--- config.mk ---
export PLATFORM = sky130hd
export DESIGN_NAME = cpu_bus_logic
export DESIGN_NICKNAME = d
export VERILOG_FILES = /design/src/verilog/soc_bus_pkg.sv /design/src/verilog/audio_pkg.sv /design/src/verilog/cpu_bus_logic.sv
export SDC_FILE = /design/constraint.sdc
export NUM_CORES = 1
export LEC_CHECK = 0
export ABC_AREA = 1
export CAP_MARGIN = 30
export CORE_AREA = 2 2 108 110
export CTS_CLUSTER_DIAMETER = 30
export CTS_CLUSTER_SIZE = 14
export DETAILED_ROUTE_END_ITERATION = 8
export DIE_AREA = 0 0 110 112
export DONT_BUFFER_PORTS = 1
export SYNTH_ARGS = -nofsm -noshare
export SYNTH_HDL_FRONTEND = slang
export SYNTH_SLANG_ARGS = --single-unit
export TNS_END_PERCENT = 10
--- constraint.sdc ---
create_clock -name clk -period 3.4 [get_ports clk]
set_input_delay 0.34 -clock clk [delete_from_list [all_inputs] [get_ports clk]]
set_output_delay 0.34 -clock clk [all_outputs]
set_load 0.05 [all_outputs]
--- src/verilog/soc_bus_pkg.sv ---
`default_nettype none

package soc_bus_pkg;

    typedef logic [31:0] bus_addr_t;
    typedef logic [31:0] bus_data_t;
    // All zero means read
    typedef logic [3:0]  bus_strb_t;

    typedef struct packed {
        bus_addr_t addr;
        bus_data_t wdata;
        bus_strb_t wstrb;
    } bus_req_t;

    // Byte offset bits below the word address
    localparam int WORD_LSB = 2;

    // RAM below, I/O from here up
    localparam bus_addr_t IO_BASE = 32'h8000_0000;

    // Offsets from IO_BASE
    localparam bus_addr_t REG_LED         = 32'h0000_0000;
    localparam bus_addr_t REG_DIP         = 32'h0000_0004;
    localparam bus_addr_t REG_BTN         = 32'h0000_0008;
    localparam bus_addr_t REG_AUDIO_STAT  = 32'h0000_0010;
    localparam bus_addr_t REG_AUDIO_LEFT  = 32'h0000_0014;
    localparam bus_addr_t REG_AUDIO_RIGHT = 32'h0000_0018;

endpackage

`default_nettype wire

--- src/verilog/audio_pkg.sv ---
`default_nettype none

package audio_pkg;

    typedef logic signed [23:0] sample_t;

    // Left in the upper half, as in the 48-bit audio word
    typedef struct packed {
        sample_t left;
        sample_t right;
    } audio_frame_t;

    // Chip address, register address, data
    typedef logic [31:0] spi_word_t;

    localparam int INIT_LEN = 6;

    // Clock on, slave port, mixers and DAC up
    localparam spi_word_t INIT_TABLE [INIT_LEN] = '{
        32'h00_4000_01,
        32'h00_4015_00,
        32'h00_401C_21,
        32'h00_401E_41,
        32'h00_4029_03,
        32'h00_402A_03
    };

    typedef enum logic [1:0] {IDLE, SHIFT, LATCH, DONE} adau_state_t;

endpackage

`default_nettype wire

--- src/verilog/cpu_bus_logic.sv ---
`timescale 1ns/1ps
`default_nettype none

module cpu_bus_logic
    import soc_bus_pkg::*;
    import audio_pkg::*;
(
    input  logic         clk,
    input  logic         rst_n,

    input  logic         valid,
    input  bus_req_t     req,
    output logic         ready,
    output bus_data_t    rdata,

    input  logic [7:0]   dip,
    input  logic [4:0]   buttons,
    output logic [7:0]   led,

    output logic         ram_valid,
    output bus_req_t     ram_req,
    input  bus_data_t    ram_rdata,
    input  logic         ram_ready,

    output logic         audio_push,
    output audio_frame_t audio_frame,
    input  logic         audio_full,
    input  logic         init_done
);

    bus_addr_t io_off;
    bus_data_t io_rdata;
    sample_t   left_stage;
    logic      io_sel;
    logic      io_valid;
    logic      io_wr;
    logic      wr_right;
    logic      io_go;
    logic      io_ready;

    assign io_sel   = (req.addr >= IO_BASE);
    assign io_off   = req.addr - IO_BASE;
    assign io_valid = valid && io_sel;
    assign io_wr    = |req.wstrb;
    assign wr_right = io_wr && (io_off == REG_AUDIO_RIGHT);

    // Right sample write waits here while the FIFO is full
    assign io_go = io_valid && !io_ready && !(wr_right && audio_full);

    assign ram_valid = valid && !io_sel;
    assign ram_req   = req;

    assign audio_push  = io_go && wr_right;
    assign audio_frame = '{left: left_stage, right: sample_t'(req.wdata[23:0])};

    assign ready = ram_ready || io_ready;
    assign rdata = ram_ready ? ram_rdata : io_rdata;

    always_ff @(posedge clk or negedge rst_n) begin
        if (!rst_n) begin
            io_ready <= 1'b0;
            led      <= '0;
        end else begin
            io_ready <= io_go;
            // Only lane 0 reaches the LEDs
            if (io_go && (io_off == REG_LED) && req.wstrb[0]) begin
                led <= req.wdata[7:0];
            end
        end
    end

    always_ff @(posedge clk) begin
        if (io_go && io_wr && (io_off == REG_AUDIO_LEFT)) begin
            left_stage <= sample_t'(req.wdata[23:0]);
        end
    end

    // Unmapped offsets read zero
    always_ff @(posedge clk) begin
        if (io_go) begin
            case (io_off)
                REG_LED:        io_rdata <= {24'h0, led};
                REG_DIP:        io_rdata <= {24'h0, dip};
                REG_BTN:        io_rdata <= {27'h0, buttons};
                REG_AUDIO_STAT: io_rdata <= {30'h0, init_done, audio_full};
                default:        io_rdata <= '0;
            endcase
        end
    end

endmodule

`default_nettype wire

==> qor.txt <==
status - finished clean
Core Area - 0.0112 mm2
DR top layer - met4
layout cell share with drive strength beyond 1 - 7.64%
setup total negative slack - 0 ps
I/O Pins - 278
placed wire-length estimate - 5790 um
CTS Root Cell - clkbuf_16
Pwr Density - 452 mW/mm2
antenna viol nets, final - 0
wire length on met1 - 2800 um
sequential share of the synthesized area - 41.3%
Cells after Synth - 362
Slew HR - 41.3%
post-synthesis area per instance - 7.93 um2
drt wl/cell - 16.4 um
initial DRC count - 71
WL final - 6870 um
WP data required - 3060 ps
critical path class - primary input to output port
CTS tree - built
worst vdd ir - 169 uV
post-CTS sizing - 0
Max Slew Vio Count - 0
setup bufs post-CTS - 0
Post-route DRC - 0
Critical Path Source Type - primary input
Final min period - 1900 ps
CP cell instances - or2_0 > nor3_1 > nor2_1 > nand3_2 > nand4_1 > inv_1
cts hold-fix bufs - 1
Synth Cell Area - 0.00287 mm2
initial antenna violation count - 0
top cell family by delay on the critical path - simple AND/OR/NAND/NOR gates
final core area utilization - 22.3%
Final Cycle Share - 56.0%
Critical path buffers and inverters - 1
actual slew at the worst max-slew pin - 878 ps
metal3 WL - 523 um
Worst-Skew Late Latency - 270 ps
number of antenna diodes - 0
vias per inst - 4.32
Crit. End Element - output port
via count - 1805
total leakage power - 1.21 nW
max_cap viols - 0
Yosys reg bits - 41
total CTS buffers - 5
clk_skew - 3.09 ps
htree depth - 2
yosys warns - 0
Data arrival, critical path - 1560 ps
die height - 112 um
vias in the first global route - 1753
Fmax - 526 MHz
RSZ-0062 raised after global routing - false
largest net degree at the start of global routing - 35
clock sink count - 41
first-pass GRT wire length - 9770 um
Fin. Hold Viols - 0
Die W - 110 um
type of the most critical hold path - primary input to flop
Post-Layout Cell Count - 418
CTS max path bufs - 2
Die Area - 0.0123 mm2
Final setup viols - 0
All-Layer GR Usage - 10.8%
post-synthesis cell type count - 22
drt first pass iters - 4
Area growth syn-to-layout - -13.2%
met2 routed WL - 3440 um
Starting Density - 25.7%
Post-Syn Nets - 481
Fillers - 1214
CP Max Fanout - 11
max incr delay on CP - 350 ps
Tot Pwr - 1.13 mW
clock-pin slew on the worst setup and hold paths - 60 ps
Remaining Overflow, GRT - 0
placed cell count - 409
RD Place Congestion - 0.728
PortBufs - 0
Std-Cell Rows - 39
CP max-delay cell - inv_1
Final nets - 393
==> cell usage in the layout, fill, tap and decap left out, types with 2 or more instances in the layout <==
| cell type | netlist | final |
|---|---|---|
| dfrtp_1 | 9 | 9 |
| nor2_2 | 2 | 3 |
| nand3_1 | 8 | 8 |
| buf_4 | 92 | 2 |
| nor2_4 | 2 | 2 |
| clkbuf_1 | 5 | 3 |
| nor3_1 | 2 | 2 |
| nor3_2 | 2 | 2 |
| inv_1 | 54 | 54 |
| edfxtp_1 | 32 | 32 |
| nand2_2 | 2 | 2 |
| nand4_1 | 10 | 10 |
| and2_1 | 4 | 4 |
| clkbuf_16 | 0 | 5 |
| nand2_1 | 110 | 110 |
| nor2_1 | 21 | 20 |
==> routing by layer <==
layer	global-route usage, %	vias to the layer above
li1	-	829
met1	12.9	822
met2	19.1	140
met3	2.11	14
met4	3.46	0
met5	0	-
==> state kept, by name, summed over array words and instances (netlist names) <==
| register | count |
|---|---|
| led | 8 |
| io_rdata | 8 |
| io_ready | 1 |
| left_stage | 24 |
==> stage by stage <==
stage	hold slack [ps]	setup WS [ps]	area [um2]
floorplan	44.4	846	2870
global placement	44.8	1470	2350
detailed placement	44.8	1430	2350
CTS	150	1480	2490
global route	145	1340	2490
finish	159	1500	2490
==> cells in the mapped netlist, drive strengths merged <==
| master | count | area [um2] |
|---|---|---|
| and2 | 4 | 25.0 |
| buf | 93 | 702 |
| clkbuf | 5 | 18.8 |
| dfrtp | 9 | 225 |
| edfxtp | 32 | 961 |
| inv | 55 | 206 |
| nand2 | 112 | 425 |
| nand3 | 10 | 67.6 |
| nand4 | 10 | 62.6 |
| nor2 | 26 | 134 |
| nor3 | 4 | 30.0 |
| or2 | 2 | 12.5 |
==> where the power goes <==
part	internal (mW)	switching [mW]	total, mW
Clock	0.273	0.166	0.438
Combinational	0.0185	0.119	0.138
Sequential	0.546	0.00341	0.550
Total	0.837	0.288	1.13
==> final timing paths <==
kind | startpoint | endpoint | slack (ps) | cells after the start
max | req[1] | audio_push | 1500 | 6
min | req[4] | left_stage[0]$_DFFE_PP_ | 160 | 0
min in group asynchronous | rst_n | led[2]$_DFFE_PN0P_ | 440 | 1
min reg2reg | led[4]$_DFFE_PN0P_ | led[4]$_DFFE_PN0P_ | 810 | 2
max reg2reg | io_ready$_DFF_PN0_ | left_stage[9]$_DFFE_PP_ | 1820 | 5
max in group asynchronous | rst_n | io_ready$_DFF_PN0_ | 2670 | 1
==> cell families after synthesis <==
kind of cell	synth area share, %
buf+inv	32.3
simple gates	26.4
flops	41.3
==> layout make-up <==
class	count	area [um2]	share of cell area [%]
Clock buffer	8	136	5.47
Tap cell	143	179	7.18
Inverter	55	206	8.28
Sequential cell	41	1190	47.6
Timing Repair Buffer	3	25.0	1.00
Multi-Input combinational cell	168	759	30.5
Note: power is estimated with default switching activity, not from simulation.
