$ cat config.mk
export PLATFORM = sky130hd
export DESIGN_NAME = adau_interface
export DESIGN_NICKNAME = d
export VERILOG_FILES = /design/src/verilog/audio_pkg.sv /design/src/verilog/adau_sample_fifo.sv /design/src/verilog/adau_interface.sv
export SDC_FILE = /design/constraint.sdc
export NUM_CORES = 1
export LEC_CHECK = 0
export BUFFER_PORTS_ARGS = -buffer_cell sky130_fd_sc_hd__buf_2
export CAP_MARGIN = 25
export CORE_AREA = 2 2 205 207
export CTS_CLUSTER_SIZE = 10
export DETAILED_ROUTE_END_ITERATION = 8
export DIE_AREA = 0 0 207 209
export PLACE_DENSITY = 0.43
export SLEW_MARGIN = 20
export SYNTH_ARGS = -nofsm -noshare
export SYNTH_HDL_FRONTEND = slang
export SYNTH_SLANG_ARGS = --single-unit
export TNS_END_PERCENT = 50
$ cat constraint.sdc
create_clock -name clk -period 2.6 [get_ports clk]
set_input_delay 0.26 -clock clk [delete_from_list [all_inputs] [get_ports clk]]
set_output_delay 0.26 -clock clk [all_outputs]
set_load 0.05 [all_outputs]
$ cat src/verilog/audio_pkg.sv
`default_nettype none

package audio_pkg;

    typedef logic signed [23:0] sample_t;

    // Left in the upper half, as in the 48-bit audio word
    typedef struct packed {
        sample_t left;
        sample_t right;
    } audio_frame_t;

    // Chip address, register address, data
    typedef logic [31:0] spi_word_t;

    localparam int INIT_LEN = 6;

    // Clock on, slave port, mixers and DAC up
    localparam spi_word_t INIT_TABLE [INIT_LEN] = '{
        32'h00_4000_01,
        32'h00_4015_00,
        32'h00_401C_21,
        32'h00_401E_41,
        32'h00_4029_03,
        32'h00_402A_03
    };

    typedef enum logic [1:0] {IDLE, SHIFT, LATCH, DONE} adau_state_t;

endpackage

`default_nettype wire

$ cat src/verilog/adau_sample_fifo.sv
`timescale 1ns/1ps
`default_nettype none

module adau_sample_fifo
    import audio_pkg::*;
#(
    parameter int FIFO_DEPTH = 4
) (
    input  logic         clk,
    input  logic         rst_n,
    input  logic         push,
    input  audio_frame_t din,
    input  logic         pop,
    output audio_frame_t dout,
    output logic         full,
    output logic         empty
);

    localparam int PTR_W = (FIFO_DEPTH > 1) ? $clog2(FIFO_DEPTH) : 1;

    typedef logic [PTR_W-1:0] ptr_t;
    typedef logic [PTR_W:0]   count_t;

    audio_frame_t mem [FIFO_DEPTH];
    ptr_t         wr_ptr;
    ptr_t         rd_ptr;
    count_t       count;
    logic         do_push;
    logic         do_pop;

    function automatic ptr_t ptr_inc(input ptr_t ptr);
        return (ptr == ptr_t'(FIFO_DEPTH - 1)) ? '0 : ptr + 1'b1;
    endfunction

    assign do_push = push && !full;
    assign do_pop  = pop && !empty;

    assign full  = (count == count_t'(FIFO_DEPTH));
    assign empty = (count == '0);
    assign dout  = mem[rd_ptr];

    always_ff @(posedge clk or negedge rst_n) begin
        if (!rst_n) begin
            wr_ptr <= '0;
            rd_ptr <= '0;
            count  <= '0;
        end else begin
            if (do_push) begin
                wr_ptr <= ptr_inc(wr_ptr);
            end
            if (do_pop) begin
                rd_ptr <= ptr_inc(rd_ptr);
            end
            count <= count + count_t'(do_push) - count_t'(do_pop);
        end
    end

    always_ff @(posedge clk) begin
        if (do_push) begin
            mem[wr_ptr] <= din;
        end
    end

endmodule

`default_nettype wire

$ cat src/verilog/adau_interface.sv
`timescale 1ns/1ps
`default_nettype none

module adau_interface
    import audio_pkg::*;
#(
    parameter int FIFO_DEPTH = 4,
    parameter int BCLK_DIV   = 2,
    parameter int CCLK_DIV   = 2
) (
    input  logic         clk,
    input  logic         rst_n,
    input  logic         audio_push,
    input  audio_frame_t audio_frame,
    output logic         audio_full,
    output logic         init_done,
    output logic         cclk,
    output logic         clatch_n,
    output logic         cdata,
    output logic         sdata,
    output logic         bclk,
    output logic         lrclk
);

    typedef logic [$clog2(CCLK_DIV+1)-1:0] cdiv_t;
    typedef logic [$clog2(BCLK_DIV+1)-1:0] bdiv_t;
    typedef logic [$clog2(INIT_LEN+1)-1:0] init_idx_t;
    typedef logic [4:0]  spi_bit_t;
    typedef logic [5:0]  slot_bit_t;
    typedef logic [63:0] frame_bits_t;

    adau_state_t  spi_state;
    spi_word_t    spi_shift;
    spi_bit_t     spi_bit;
    init_idx_t    word_idx;
    cdiv_t        cclk_cnt;
    logic         cclk_tick;

    audio_frame_t fifo_dout;
    logic         fifo_empty;
    logic         fifo_pop;
    frame_bits_t  ser_shift;
    slot_bit_t    ser_bit;
    slot_bit_t    ser_bit_nx;
    bdiv_t        bclk_cnt;
    logic         bclk_tick;
    logic         bclk_fall;
    logic         ser_run;
    logic         frame_start;

    assign cclk_tick = (cclk_cnt == cdiv_t'(CCLK_DIV - 1));
    assign cdata     = spi_shift[31];
    assign init_done = (spi_state == DONE);

    // Control port init writes one table word per latch window
    always_ff @(posedge clk or negedge rst_n) begin
        if (!rst_n) begin
            spi_state <= IDLE;
            spi_shift <= '0;
            spi_bit   <= '0;
            word_idx  <= '0;
            cclk_cnt  <= '0;
            cclk      <= 1'b0;
            clatch_n  <= 1'b1;
        end else begin
            case (spi_state)
                IDLE: begin
                    spi_shift <= INIT_TABLE[word_idx];
                    spi_bit   <= '0;
                    cclk_cnt  <= '0;
                    clatch_n  <= 1'b0;
                    spi_state <= SHIFT;
                end
                SHIFT: begin
                    cclk_cnt <= cclk_tick ? '0 : cclk_cnt + 1'b1;
                    if (cclk_tick) begin
                        cclk <= ~cclk;
                        // Falling edge moves to the next bit
                        if (cclk) begin
                            spi_shift <= spi_shift << 1;
                            spi_bit   <= spi_bit + 1'b1;
                            if (spi_bit == spi_bit_t'(31)) begin
                                clatch_n  <= 1'b1;
                                spi_state <= LATCH;
                            end
                        end
                    end
                end
                LATCH: begin
                    cclk_cnt <= cclk_tick ? '0 : cclk_cnt + 1'b1;
                    if (cclk_tick) begin
                        word_idx  <= word_idx + 1'b1;
                        spi_state <= (word_idx == init_idx_t'(INIT_LEN - 1)) ? DONE : IDLE;
                    end
                end
                default: cclk <= 1'b0;
            endcase
        end
    end

    adau_sample_fifo #(
        .FIFO_DEPTH(FIFO_DEPTH)
    ) fifo_i (
        .clk  (clk),
        .rst_n(rst_n),
        .push (audio_push),
        .din  (audio_frame),
        .pop  (fifo_pop),
        .dout (fifo_dout),
        .full (audio_full),
        .empty(fifo_empty)
    );

    assign bclk_tick   = (bclk_cnt == bdiv_t'(BCLK_DIV - 1));
    assign bclk_fall   = ser_run && bclk_tick && bclk;
    assign ser_bit_nx  = ser_bit + 1'b1;
    assign frame_start = (init_done && !ser_run) || (bclk_fall && (ser_bit == '1));
    assign fifo_pop    = frame_start && !fifo_empty;
    assign sdata       = ser_shift[63];

    // 64 bit clocks per frame with 24-bit samples left justified in 32-bit slots
    always_ff @(posedge clk or negedge rst_n) begin
        if (!rst_n) begin
            ser_run   <= 1'b0;
            bclk_cnt  <= '0;
            bclk      <= 1'b0;
            lrclk     <= 1'b0;
            ser_bit   <= '0;
            ser_shift <= '0;
        end else begin
            if (init_done) begin
                ser_run <= 1'b1;
            end
            if (ser_run) begin
                bclk_cnt <= bclk_tick ? '0 : bclk_cnt + 1'b1;
                if (bclk_tick) begin
                    bclk <= ~bclk;
                end
            end
            if (bclk_fall) begin
                ser_bit   <= ser_bit_nx;
                lrclk     <= ser_bit_nx[5];
                ser_shift <= ser_shift << 1;
            end
            // Silence when nothing is queued
            if (frame_start) begin
                ser_shift <= fifo_pop ? {fifo_dout.left, 8'h00, fifo_dout.right, 8'h00} : '0;
            end
        end
    end

endmodule

`default_nettype wire

==> summary.txt <==
==================================================================================
Outcome                                                                  completed
Final period utilization                                                     93.0%
Total iterations of the first detailed-routing run                               4
Width of the chip                                                           207 um
Total grt overflow                                                               0
Clock tree root buffer cell                                           sky130_fd_sc_hd__clkbuf_16
Proportion of synthesized chip area in sequential cells                      71.7%
Routed metal-1 wirelength                                                  11.8 mm
Count of distinct cell types in the synthesized netlist                         49
Routed wl met3                                                              858 um
Crit-path max FO                                                                 5
Number of port buffers                                                          58
Clock insertion delay at the later pin of the skew report                  0.55 ns
R2R Path End                                                          fifo_i.count[2]
Number of DRC markers in iteration 0                                           385
Routability cong.                                                            0.697
Capturing element type of the critical path                                   flop
Clock H-tree levels                                                              2
Maximum number of pins on one net before global-route repair                    57
Count of yosys warnings during synthesis                                         0
Cells after synthesis                                                          773
Most frequent cells in the layout                                     sky130_fd_sc_hd__edfxtp_1 (192), sky130_fd_sc_hd__dfrtp_1 (116), sky130_fd_sc_hd__nand2_1 (65)
Number of non-filler instances in the completed layout                       1,475
Avg WL per Cell                                                            17.0 um
Drt drc                                                                          0
Vert. Die Dim                                                               209 um
Data required time at the worst endpoint                                   3.01 ns
Buffers inserted by post-CTS timing repair                                       0
Clock-pin slew on the worst setup and hold paths                           0.05 ns
Peak clock frequency supported by timing                                   414 MHz
Remaining number of nets flagged by the antenna check after routing              0
Cell leakage power                                                      0.00591 uW
Time the final worst path needs with I/O delays and setup                  2.42 ns
Die ar.                                                               0.0433 sq mm
TritonCTS clock tree                                                         built
Count of standard-cell rows                                                     75
Max VDD drop                                                              0.463 mV
Bufs on Longest Clock Path                                                       3
I/O pin cnt                                                                     59
Via count                                                                    6,691
Count of final hold-check violations                                             0
Ys flop type                                                          sky130_fd_sc_hd__edfxtp_1
Number of nets at the end of the flow                                          980
CP Class                                                              flop to flop
Worst hold-check path type                                            input pin to asynchronous set/reset pin
Via count of the first global-routing pass                                   7,116
Antenna diodes                                                                   0
Synthesized Nets                                                               846
Worst max-slew margin expressed relative to the limit                        56.1%
Area inside the core boundary                                         0.0413 sq mm
Layout Skew                                                              0.0160 ns
Initial Utilization                                                          29.6%
Wire length reported by the detailed router                                25.0 mm
Final core utilization                                                       36.3%
Final count of negative-setup-slack endpoints                                    0
Wire length of the first global-routing pass                               40.6 mm
Slew at the pin with the worst max-slew slack                             0.658 ns
Avg Cell Area, Syn                                                      15.8 sq um
Max Used Layer                                                                met5
Number of placed cells counting well taps                                    1,357
Flip-flop and latch count after synthesis                                      311
Synthesis-to-layout area growth                                              22.9%
Max-cap violation count                                                          0
Data arrival at the endpoint of the critical path                          2.83 ns
Count of cells along the worst register-to-register path                        12
Num CTS Buffers                                                                 38
Fraction of layout cells with a size suffix above 1                          21.0%
Source of the worst register-to-register timing path                  spi_state[0]
Post-DP HPWL                                                               14.4 mm
Total length of routed met2 wires                                          11.7 mm
Async set-or-reset flop fraction in the synthesized netlist                  38.3%
Leading cell type in the layout, fill and taps excluded               sky130_fd_sc_hd__edfxtp_1
Category of the worst setup path launch point                                 flop
Power density over the cells                                           815 mW/mm^2
Worst reg-to-reg setup slack                                               0.18 ns
Drt via density                                                               4.54
CTS sink cnt                                                                   311
GRT Util Overall                                                             12.0%
Cell area after technology mapping                                    0.0122 sq mm
Antenna violations before repair                                                 1
Unrepaired setup endpoints after global routing                              false
Number of synthesized flops with an enable pin                                 192
Total count of max-transition violations in the final report                     0
==================================================================================
layout make-up:
class / count / area (sq um)
clock buffer: 66 / 1120
clock inverter: 3 / 66.3
fill: 3949 / 26300
inverter: 60 / 226
multi-input combinational: 363 / 3070
sequential: 311 / 8750
tap: 539 / 674
timing repair buffer: 133 / 1090
report_power, final:
part	internal [uW]	switching, uW
sequential	5940	142
clock	3010	1990
combinational	438	699
total	9400	2830
how the worst max path moves through the flow:
stage                       from              end  slack, ns  depth (start not counted)
floorplan           spi_state[0]  fifo_i.count[2]      -0.29                         13
detailed placement  spi_state[0]  fifo_i.count[2]       0.18                         12
global route        spi_state[0]  fifo_i.count[2]       0.02                         12
CTS                 spi_state[0]  fifo_i.count[2]       0.16                         12
global placement    spi_state[0]  fifo_i.count[2]       0.18                         12
finish              spi_state[0]  fifo_i.count[2]       0.18                         12
metrics by stage:
stage               TNS (ns)  setup WS, ns  power [uW]  hold slack, ns  instance area (sq um)
floorplan             -0.433        -0.285        6770         -0.0356                  12200
global placement           0         0.183        7300           0.268                  13300
detailed placement         0         0.177        7320           0.267                  13300
CTS                        0         0.163       12500           0.223                  15000
global route               0        0.0158       12800           0.257                  15000
finish                     0         0.182       12200           0.234                  15000
worst max-delay path, cell delays in order, from the launching register on:
cell and delay [ns]:
sky130_fd_sc_hd__dfrtp_1 0.41, sky130_fd_sc_hd__ha_1 0.19, sky130_fd_sc_hd__nand2b_1 0.09, sky130_fd_sc_hd__and2_4 0.15, sky130_fd_sc_hd__a211o_1 0.30, sky130_fd_sc_hd__clkinv_2 0.09, sky130_fd_sc_hd__ha_1 0.22, sky130_fd_sc_hd__inv_1 0.06
sky130_fd_sc_hd__ha_1 0.12, sky130_fd_sc_hd__inv_1 0.05, sky130_fd_sc_hd__fa_1 0.37, sky130_fd_sc_hd__xnor2_1 0.14, sky130_fd_sc_hd__xnor2_1 0.12
layer usage:
layer	GRT usage (%)	vias to the layer above
met4	4.80	2
li1	-	3155
met5	0	-
met1	16.1	3396
met2	19.2	95
met3	2.34	43
timing repair:
action,in CTS,in global routing
hold buffers,49,0
endpoints found under the hold margin,224,0
gates resized for setup,0,1
setup endpoints to repair,0,1
cells by family (layout without fill, tap and decap cells):
| family | count (synthesis) | count (layout) | synth area share, % |
|---|---|---|---|
| compound gates | 138 | 138 | 7.17 |
| xor+xnor | 12 | 12 | 0.861 |
| fa+ha+maj | 22 | 22 | 2.32 |
| buf+inv | 99 | 262 | 3.34 |
| flops | 311 | 311 | 71.7 |
| mux | 54 | 54 | 9.40 |
| simple gates | 137 | 137 | 5.26 |
registers in the layout (all words and copies together), names as in the netlist:
register	cells
fifo_i.count	3
lrclk	1
ser_bit	5
fifo_i.wr_ptr	2
cclk_cnt	2
spi_bit	5
bclk_cnt	2
clatch_n	1
ser_shift	56
ser_run	1
cclk	1
spi_state	2
fifo_i.rd_ptr	2
spi_shift	32
word_idx	3
fifo_i.mem	192
bclk	1
synth_stat cells (all sizes together) (3+ instances only):
library cell | instances | share of area, %
nand3 | 26 | 1.1
ha | 21 | 2.2
a22o | 9 | 0.65
nand4 | 4 | 0.21
nor2b | 4 | 0.21
nand2b | 3 | 0.15
inv | 59 | 1.8
edfxtp | 192 | 47
o21ai | 62 | 2.5
nand2 | 65 | 2.0
mux4 | 48 | 8.9
and2 | 6 | 0.33
clkbuf | 22 | 0.68
a21oi | 10 | 0.41
xor2 | 4 | 0.29
a22oi | 47 | 2.9
and3 | 3 | 0.15
mux2 | 5 | 0.46
dfrtp | 118 | 24
buf | 17 | 0.81
xnor2 | 8 | 0.57
nor2 | 15 | 0.46
(Power assumes the default switching activity.)
